## src/hw/proj_mem_pkg.sv

```systemverilog
package proj_mem_pkg;

    // SRAM port geometry
    localparam int addr_w = 16;
    localparam int data_w = 32;
    localparam int dim_w  = 16;

    // Header sits at the bottom, operands follow it
    localparam logic [addr_w-1:0] header_addr = 16'd0;
    localparam logic [addr_w-1:0] data_base   = 16'd1;

    // One SRAM word, read as a dimension header at address 0
    // and as a raw operand or result everywhere else
    typedef union packed {
        struct packed {
            logic [dim_w-1:0] rows;
            logic [dim_w-1:0] cols;
        } dims;
        logic [data_w-1:0] raw;
    } sram_word_u;

endpackage

```

## src/hw/proj_ctrl_pkg.sv

```systemverilog
package proj_ctrl_pkg;

    // Weight matrix select codes, in result order
    localparam int mat_sel_w = 2;
    localparam logic [mat_sel_w-1:0] mat_q = 2'd0;
    localparam logic [mat_sel_w-1:0] mat_k = 2'd1;
    localparam logic [mat_sel_w-1:0] mat_v = 2'd2;

    // Number of projections computed per run
    localparam int num_mat = 3;

    // Cycles from a sampled read address to its data
    localparam int read_latency = 1;

endpackage

```

## src/hw/proj_decode.sv

```systemverilog
`timescale 1ns/10ps

module proj_decode (
    input  logic                          clk,
    input  logic                          reset_n,
    input  logic                          dut_valid,
    output logic                          dut_ready,
    input  proj_mem_pkg::sram_word_u      input_read_data,
    input  proj_mem_pkg::sram_word_u      weight_read_data,
    input  logic                          done,
    output logic                          run,
    output logic [proj_mem_pkg::dim_w-1:0] input_rows,
    output logic [proj_mem_pkg::dim_w-1:0] input_cols,
    output logic [proj_mem_pkg::dim_w-1:0] weight_cols
);

    // One-hot controller, dut_ready doubles as the idle state
    logic header_phase;
    logic busy;
    logic start;

    // Strobes while busy are dropped
    assign start = dut_ready && dut_valid;

    always_ff @(posedge clk or negedge reset_n) begin
        if (!reset_n) begin
            dut_ready    <= 1'b1;
            header_phase <= 1'b0;
            busy         <= 1'b0;
            run          <= 1'b0;
        end else begin
            run <= 1'b0;

            if (start) begin
                dut_ready    <= 1'b0;
                header_phase <= 1'b1;
            end

            // Headers are on the read ports now, kick off the sweep
            if (header_phase) begin
                header_phase <= 1'b0;
                busy         <= 1'b1;
                run          <= 1'b1;
            end

            if (busy && done) begin
                busy      <= 1'b0;
                dut_ready <= 1'b1;
            end
        end
    end

    // Idle read addresses are the header address, so the words
    // are already valid one cycle after the strobe.
    // Weight rows are assumed to equal input cols and are not kept
    always_ff @(posedge clk) begin
        if (header_phase) begin
            input_rows  <= input_read_data.dims.rows;
            input_cols  <= input_read_data.dims.cols;
            weight_cols <= weight_read_data.dims.cols;
        end
    end

endmodule

```

## src/hw/proj_execute.sv

```systemverilog
`timescale 1ns/10ps

module proj_execute (
    input  logic                           clk,
    input  logic                           reset_n,
    input  logic                           run,
    input  logic [proj_mem_pkg::dim_w-1:0]  input_rows,
    input  logic [proj_mem_pkg::dim_w-1:0]  input_cols,
    input  logic [proj_mem_pkg::dim_w-1:0]  weight_cols,
    output logic [proj_mem_pkg::addr_w-1:0] input_read_address,
    output logic [proj_mem_pkg::addr_w-1:0] weight_read_address,
    input  proj_mem_pkg::sram_word_u       input_read_data,
    input  proj_mem_pkg::sram_word_u       weight_read_data,
    output logic                           elem_valid,
    output proj_mem_pkg::sram_word_u       elem_value
);

    import proj_mem_pkg::*;
    import proj_ctrl_pkg::*;

    // Sweep state
    logic                 active;
    logic [mat_sel_w-1:0] mat_sel;
    logic [dim_w-1:0]     row_idx;
    logic [dim_w-1:0]     col_idx;
    logic [dim_w-1:0]     k_idx;
    logic [addr_w-1:0]    in_row_base;
    logic [addr_w-1:0]    w_col_base;
    logic [addr_w-1:0]    mat_size;
    logic [addr_w-1:0]    mat_base;

    logic last_k;
    logic last_col;
    logic last_row;
    logic last_mat;

    // Pair flags, stage 0 loads at issue
    logic [read_latency:0] pipe_valid;
    logic [read_latency:0] pipe_first;
    logic [read_latency:0] pipe_last;

    logic [data_w-1:0] product;
    logic [data_w-1:0] acc_sum;

    assign last_k   = (k_idx == input_cols - 1'b1);
    assign last_col = (col_idx == weight_cols - 1'b1);
    assign last_row = (row_idx == input_rows - 1'b1);
    assign last_mat = (mat_sel == mat_v);

    // Start of the current weight matrix
    always_comb begin
        case (mat_sel)
            mat_q:   mat_base = '0;
            mat_k:   mat_base = mat_size;
            mat_v:   mat_base = mat_size + mat_size;
            default: mat_base = '0;
        endcase
    end

    // Words per weight matrix, fixed for the whole run
    always_ff @(posedge clk) begin
        if (run) begin
            mat_size <= input_cols * weight_cols;
        end
    end

    // Matrix, row, column, k order; one read pair per cycle
    always_ff @(posedge clk or negedge reset_n) begin
        if (!reset_n) begin
            active              <= 1'b0;
            mat_sel             <= mat_q;
            row_idx             <= '0;
            col_idx             <= '0;
            k_idx               <= '0;
            in_row_base         <= '0;
            w_col_base          <= '0;
            input_read_address  <= header_addr;
            weight_read_address <= header_addr;
        end else if (run) begin
            active      <= 1'b1;
            mat_sel     <= mat_q;
            row_idx     <= '0;
            col_idx     <= '0;
            k_idx       <= '0;
            in_row_base <= '0;
            w_col_base  <= '0;
        end else if (active) begin
            // Input is row-major, weights column-major
            input_read_address  <= data_base + in_row_base + k_idx;
            weight_read_address <= data_base + w_col_base + k_idx;

            if (!last_k) begin
                k_idx <= k_idx + 1'b1;
            end else begin
                k_idx <= '0;
                if (!last_col) begin
                    col_idx    <= col_idx + 1'b1;
                    w_col_base <= w_col_base + input_cols;
                end else begin
                    col_idx <= '0;
                    if (!last_row) begin
                        row_idx     <= row_idx + 1'b1;
                        in_row_base <= in_row_base + input_cols;
                        w_col_base  <= mat_base;
                    end else begin
                        row_idx     <= '0;
                        in_row_base <= '0;
                        // Next matrix starts right after the last column
                        w_col_base  <= w_col_base + input_cols;
                        if (!last_mat) begin
                            mat_sel <= mat_sel + 1'b1;
                        end else begin
                            active <= 1'b0;
                        end
                    end
                end
            end
        end else begin
            input_read_address  <= header_addr;
            weight_read_address <= header_addr;
        end
    end

    // Flags ride alongside the SRAM read
    always_ff @(posedge clk or negedge reset_n) begin
        if (!reset_n) begin
            pipe_valid <= '0;
            pipe_first <= '0;
            pipe_last  <= '0;
            elem_valid <= 1'b0;
        end else begin
            pipe_valid <= {pipe_valid[read_latency-1:0], active};
            pipe_first <= {pipe_first[read_latency-1:0], k_idx == '0};
            pipe_last  <= {pipe_last[read_latency-1:0], last_k};
            elem_valid <= pipe_valid[read_latency] && pipe_last[read_latency];
        end
    end

    // Wraps modulo 2^32
    assign product = input_read_data.raw * weight_read_data.raw;

    always_ff @(posedge clk) begin
        if (pipe_valid[read_latency]) begin
            acc_sum <= pipe_first[read_latency] ? product : acc_sum + product;
        end
    end

    assign elem_value.raw = acc_sum;

endmodule

```

## src/hw/proj_result.sv

```systemverilog
`timescale 1ns/10ps

module proj_result (
    input  logic                           clk,
    input  logic                           reset_n,
    input  logic                           run,
    input  logic [proj_mem_pkg::dim_w-1:0]  input_rows,
    input  logic [proj_mem_pkg::dim_w-1:0]  weight_cols,
    input  logic                           elem_valid,
    input  proj_mem_pkg::sram_word_u       elem_value,
    output logic                           write_enable,
    output logic [proj_mem_pkg::addr_w-1:0] write_address,
    output proj_mem_pkg::sram_word_u       write_data,
    output logic                           done
);

    import proj_mem_pkg::*;
    import proj_ctrl_pkg::*;

    logic [addr_w-1:0] elem_count;
    logic [addr_w-1:0] elem_total;

    // Q, K and V are packed back to back
    always_ff @(posedge clk) begin
        if (run) begin
            elem_total <= addr_w'(num_mat) * input_rows * weight_cols;
        end
    end

    always_ff @(posedge clk or negedge reset_n) begin
        if (!reset_n) begin
            elem_count   <= '0;
            write_enable <= 1'b0;
            done         <= 1'b0;
        end else begin
            write_enable <= elem_valid;
            done         <= write_enable && (write_address == elem_total - 1'b1);
            if (run) begin
                elem_count <= '0;
            end else if (elem_valid) begin
                elem_count <= elem_count + 1'b1;
            end
        end
    end

    // Running address, results arrive in row-major order
    always_ff @(posedge clk) begin
        if (elem_valid) begin
            write_address <= elem_count;
            write_data    <= elem_value;
        end
    end

endmodule

```

## src/hw/attn_proj_top.sv

```systemverilog
`timescale 1ns/10ps

module attn_proj_top (
    input  logic                           clk,
    input  logic                           reset_n,
    input  logic                           dut_valid,
    output logic                           dut_ready,
    output logic [proj_mem_pkg::addr_w-1:0] sram_input_read_address,
    input  proj_mem_pkg::sram_word_u       sram_input_read_data,
    output logic [proj_mem_pkg::addr_w-1:0] sram_weight_read_address,
    input  proj_mem_pkg::sram_word_u       sram_weight_read_data,
    output logic                           sram_result_write_enable,
    output logic [proj_mem_pkg::addr_w-1:0] sram_result_write_address,
    output proj_mem_pkg::sram_word_u       sram_result_write_data
);

    import proj_mem_pkg::*;

    logic             run;
    logic             done;
    logic [dim_w-1:0] input_rows;
    logic [dim_w-1:0] input_cols;
    logic [dim_w-1:0] weight_cols;
    logic             elem_valid;
    sram_word_u       elem_value;

    // Strobe, header capture and busy flag
    proj_decode u_decode (
        .clk              (clk),
        .reset_n          (reset_n),
        .dut_valid        (dut_valid),
        .dut_ready        (dut_ready),
        .input_read_data  (sram_input_read_data),
        .weight_read_data (sram_weight_read_data),
        .done             (done),
        .run              (run),
        .input_rows       (input_rows),
        .input_cols       (input_cols),
        .weight_cols      (weight_cols)
    );

    // Read sweep and MAC pipeline
    proj_execute u_execute (
        .clk                 (clk),
        .reset_n             (reset_n),
        .run                 (run),
        .input_rows          (input_rows),
        .input_cols          (input_cols),
        .weight_cols         (weight_cols),
        .input_read_address  (sram_input_read_address),
        .weight_read_address (sram_weight_read_address),
        .input_read_data     (sram_input_read_data),
        .weight_read_data    (sram_weight_read_data),
        .elem_valid          (elem_valid),
        .elem_value          (elem_value)
    );

    proj_result u_result (
        .clk           (clk),
        .reset_n       (reset_n),
        .run           (run),
        .input_rows    (input_rows),
        .weight_cols   (weight_cols),
        .elem_valid    (elem_valid),
        .elem_value    (elem_value),
        .write_enable  (sram_result_write_enable),
        .write_address (sram_result_write_address),
        .write_data    (sram_result_write_data),
        .done          (done)
    );

endmodule

```

## config.mk

```make
export PLATFORM = sky130hd
export DESIGN_NAME = attn_proj_top
export DESIGN_NICKNAME = d
export VERILOG_FILES = /design/src/hw/proj_mem_pkg.sv /design/src/hw/proj_ctrl_pkg.sv /design/src/hw/proj_decode.sv /design/src/hw/proj_execute.sv /design/src/hw/proj_result.sv /design/src/hw/attn_proj_top.sv
export SDC_FILE = /design/constraint.sdc
export NUM_CORES = 2
export LEC_CHECK = 0
export ABC_AREA = 1
export BUFFER_PORTS_ARGS = -buffer_cell sky130_fd_sc_hd__buf_2
export CAP_MARGIN = 25
export CORE_MARGIN = 2
export CORE_UTILIZATION = 55
export DETAILED_ROUTE_END_ITERATION = 8
export PLACE_DENSITY = 0.77
export SETUP_SLACK_MARGIN = 0.4
export SYNTH_ARGS = -nofsm -noshare
export SYNTH_HDL_FRONTEND = slang
export SYNTH_HIERARCHICAL = 1
export SYNTH_SLANG_ARGS = --single-unit
```

## constraint.sdc

```tcl
create_clock -name clk -period 7.9 [get_ports clk]
set_input_delay 0.395 -clock clk [delete_from_list [all_inputs] [get_ports clk]]
set_output_delay 0.395 -clock clk [all_outputs]
set_load 0.01 [all_outputs]
```

==> impl_metrics.yaml <==
timing:
  fin_ws_ns: 0.483
  tightestPinTransition_ns: 1.00
  finalSetupViolCount: 0
  whs_ns: 0.0684
  fmaxAchievable_mhz: 135
  fin_setup_tns_ns: 0
  fin_crit_ns: 7.42
  slew_headroom: 0.331
  drv_slew: 0
  rsz0062_at_grt: "yes"
  fin_crit_sh: 0.939
  hold_violations: 0
  fin_worst_skew_ns: 0.0527
clock_tree:
  clock_latency_ns: 0.61
  clkSlewWorstSetupHoldPaths_ns: 0.06
  cts_buffer_depth: 3
  numCtsBuffers: 38
  htree_levels: 2
  cts_tree: "yes"
  clock_sinks: 304
  cts-root-buf: "clkbuf_16"
drt:
  drtPass1Iterations: 8
  avgViaCountPerCell: 5.33
  final_antenna_net_count: 0
  vias: 38766
  wire_per_inst_microns: 16.8
  drcViolationCount: 0
  drt-initial-drc-count: 3125
  wl_microns: 122000
logic_synthesis:
  syn_area_sq_um: 44600
  synthFlopType: "edfxtp_1"
  ys_seq_area_frac: 0.188
  synth_seq_cells: 304
  ys_async_sr_fraction: 0.474
  synth_nets: 6840
  synth_edf_count: 160
  synth_cells: 5860
  yosysUniqueCellTypes: 62
  avgSynthCellArea_sq_um: 7.61
  yosysWarnings: 6
final_layout:
  final_area_sq_um: 50600
  fill_cells: 6773
  area_delta_synth_final_pct: 13.4
  layout.nets: 7155
  final_cell_mix: "1,590 x nand2_1, 1,346 x inv_1, 564 x fa_1"
  final_common_cell: "nand2_1"
  layout-drive-gt1-share: 0.117
worst_setup_path:
  cp_common_cell: "fa_1"
  worstPathArrival_ns: 7.74
  cp_max_fo: 7
  worstSetupPathType: "in -> reg"
  crit_slowest_cell: "fa_1"
  critPathCaptureType: "flop"
  cp-start-kind: "input port"
  critPathMaxStageDelay_ns: 0.57
  crit_required_ns: 8.22
  r2r_slack_ns: 0.97
global_routing:
  grt_pass1_wl_microns: 197000
  antenna_found_initial: 3
  grt_pass1_vias: 39283
  grt_usage: 0.296
  grt_max_degree: 58
  grt_overflow: 0
floorplan:
  die_h_microns: 289
  initial_core_util: 0.555
  io_pins: 149
  die_w_microns: 289
  dieArea_sq_um: 83400
  fp.coreArea_sq_um: 80400
  fp-row-count: 104
place:
  dp_hpwl_microns: 96200
  place_congestion: 0.946
  io_buffers: 148
  pre_cts_ws_ns: -0.319
  dpl_cell_area_sq_um: 48400
job:
  cap_violations: 0
status:
  outcome: "completed"
min_path:
  hp-class: "in -> reg"
==> through the flow <==
stage	util	instances
2_1_floorplan	-	5860
3_3_place_gp	0.602	7169
3_5_place_dp	0.602	7169
4_1_cts	0.619	7243
5_1_grt	0.629	7266
6_report	0.629	7267
==> layout make-up <==
class                           instances  area [sq um]  share of cell area
Clock inverter                         18           226             0.00448
Inverter                             1370          5150               0.102
Clock buffer                           52          1030              0.0204
Tap cell                             1060          1330              0.0262
Timing Repair Buffer                  467          3420              0.0676
Antenna cell                            2          5.00           0.0000989
Sequential cell                       304          8420               0.166
Multi-Input combinational cell       3994         31000               0.613
==> cell usage after synthesis (6+ instances only) <==
cell / n / area share
a21boi_0: 6 / 0.0010
a31oi_1: 7 / 0.00098
nand3b_1: 25 / 0.0042
dfrtp_1: 143 / 0.080
o21a_1: 6 / 0.0010
xor2_1: 168 / 0.033
buf_2: 19 / 0.0021
o21ai_1: 11 / 0.0012
o31ai_1: 8 / 0.0013
nor2_1: 317 / 0.027
edfxtp_1: 160 / 0.11
buf_1: 15 / 0.0013
a21o_1: 16 / 0.0027
o21ai_0: 173 / 0.019
nand3_1: 221 / 0.025
nand4_1: 40 / 0.0056
o21bai_1: 13 / 0.0022
nor4_1: 15 / 0.0021
fa_1: 574 / 0.26
inv_1: 1353 / 0.11
nor2_2: 12 / 0.0017
nand2_1: 1605 / 0.14
xnor2_1: 80 / 0.016
o21ai_2: 10 / 0.0020
ha_1: 339 / 0.095
nor3_1: 58 / 0.0065
a21oi_1: 193 / 0.022
or2_2: 12 / 0.0017
o22ai_1: 16 / 0.0022
clkbuf_1: 150 / 0.013
nand2_2: 20 / 0.0028
inv_2: 11 / 0.00093
==> kinds of logic (layout without fill, tap and decap cells) <==
logic type / count (synthesis) / count (layout) / synth area share
compound gates: 479 / 479 / 0.0597
xor+xnor: 250 / 250 / 0.0496
fa+ha+maj: 913 / 913 / 0.353
buf+inv: 1562 / 1907 / 0.133
flops: 304 / 304 / 0.188
other cells: 0 / 2 / 0
simple gates: 2352 / 2352 / 0.217
==> worst paths after layout <==
| path | start | end | cells past startpoint |
|---|---|---|---|
| worst max-delay path | sram_weight_read_data[2] | u_execute/elem_value[30]$_DFFE_PP_ | 38 |
| worst min-delay path | sram_input_read_data[31] | u_decode/input_rows[15]$_DFFE_PP_ | 1 |
| worst max register to register | u_decode/input_rows[1]$_DFFE_PP_ | u_result/elem_total[15]$_DFFE_PP_ | 34 |
| worst min register to register | u_execute/pipe_first[0]$_DFF_PN0_ | u_execute/pipe_first[1]$_DFF_PN0_ | 0 |
| max in group asynchronous | reset_n | u_execute/input_read_address[7]$_DFFE_PN0N_ | 4 |
| min in group asynchronous | reset_n | u_result/elem_count[5]$_DFFE_PN0P_ | 2 |
==> worst max-delay path: cells and delay by family <==
| family | cells | cell delay [ns] |
|---|---|---|
| simple gates | 15 | 1.41 |
| fa+ha+maj | 10 | 4.26 |
| xor+xnor | 1 | 0.22 |
| buf+inv | 11 | 1.15 |
| compound gates | 1 | 0.25 |
==> registers in the layout (all words and copies together) (netlist names), 2 cells and up <==
register                       count
u_execute/w_col_base              16
u_decode/weight_cols              16
u_execute/pipe_first               2
u_execute/mat_size                16
u_result/write_address            16
u_result/write_data               32
u_decode/input_rows               16
u_execute/col_idx                 16
u_execute/elem_value              32
u_execute/mat_sel                  2
u_decode/input_cols               16
u_result/elem_count               16
u_result/elem_total               16
u_execute/input_read_address      16
u_execute/pipe_last                2
u_execute/row_idx                 16
u_execute/k_idx                   16
u_execute/in_row_base             16
u_execute/weight_read_address     16
u_execute/pipe_valid               2
==> repair_timing <==
item,CTS,global route
hold buffers,2,0
pin swaps,9,77
hold endpoints to repair,52,0
buffers inserted,2,19
resized for setup,15,138
cloned,0,3
endpoints found under the setup margin,4,16
==> routing by layer <==
metal | vias to the layer above | routed length [microns] | global-route usage
li1 | 18290 | - | -
met1 | 18609 | 47700 | 0.371
met2 | 1487 | 59300 | 0.508
met3 | 378 | 8460 | 0.0383
met4 | 2 | 6870 | 0.147
met5 | - | 7 | 0
Power is not shown: default switching activity piles up to over one toggle a cycle in this logic, so the estimate is an artifact.
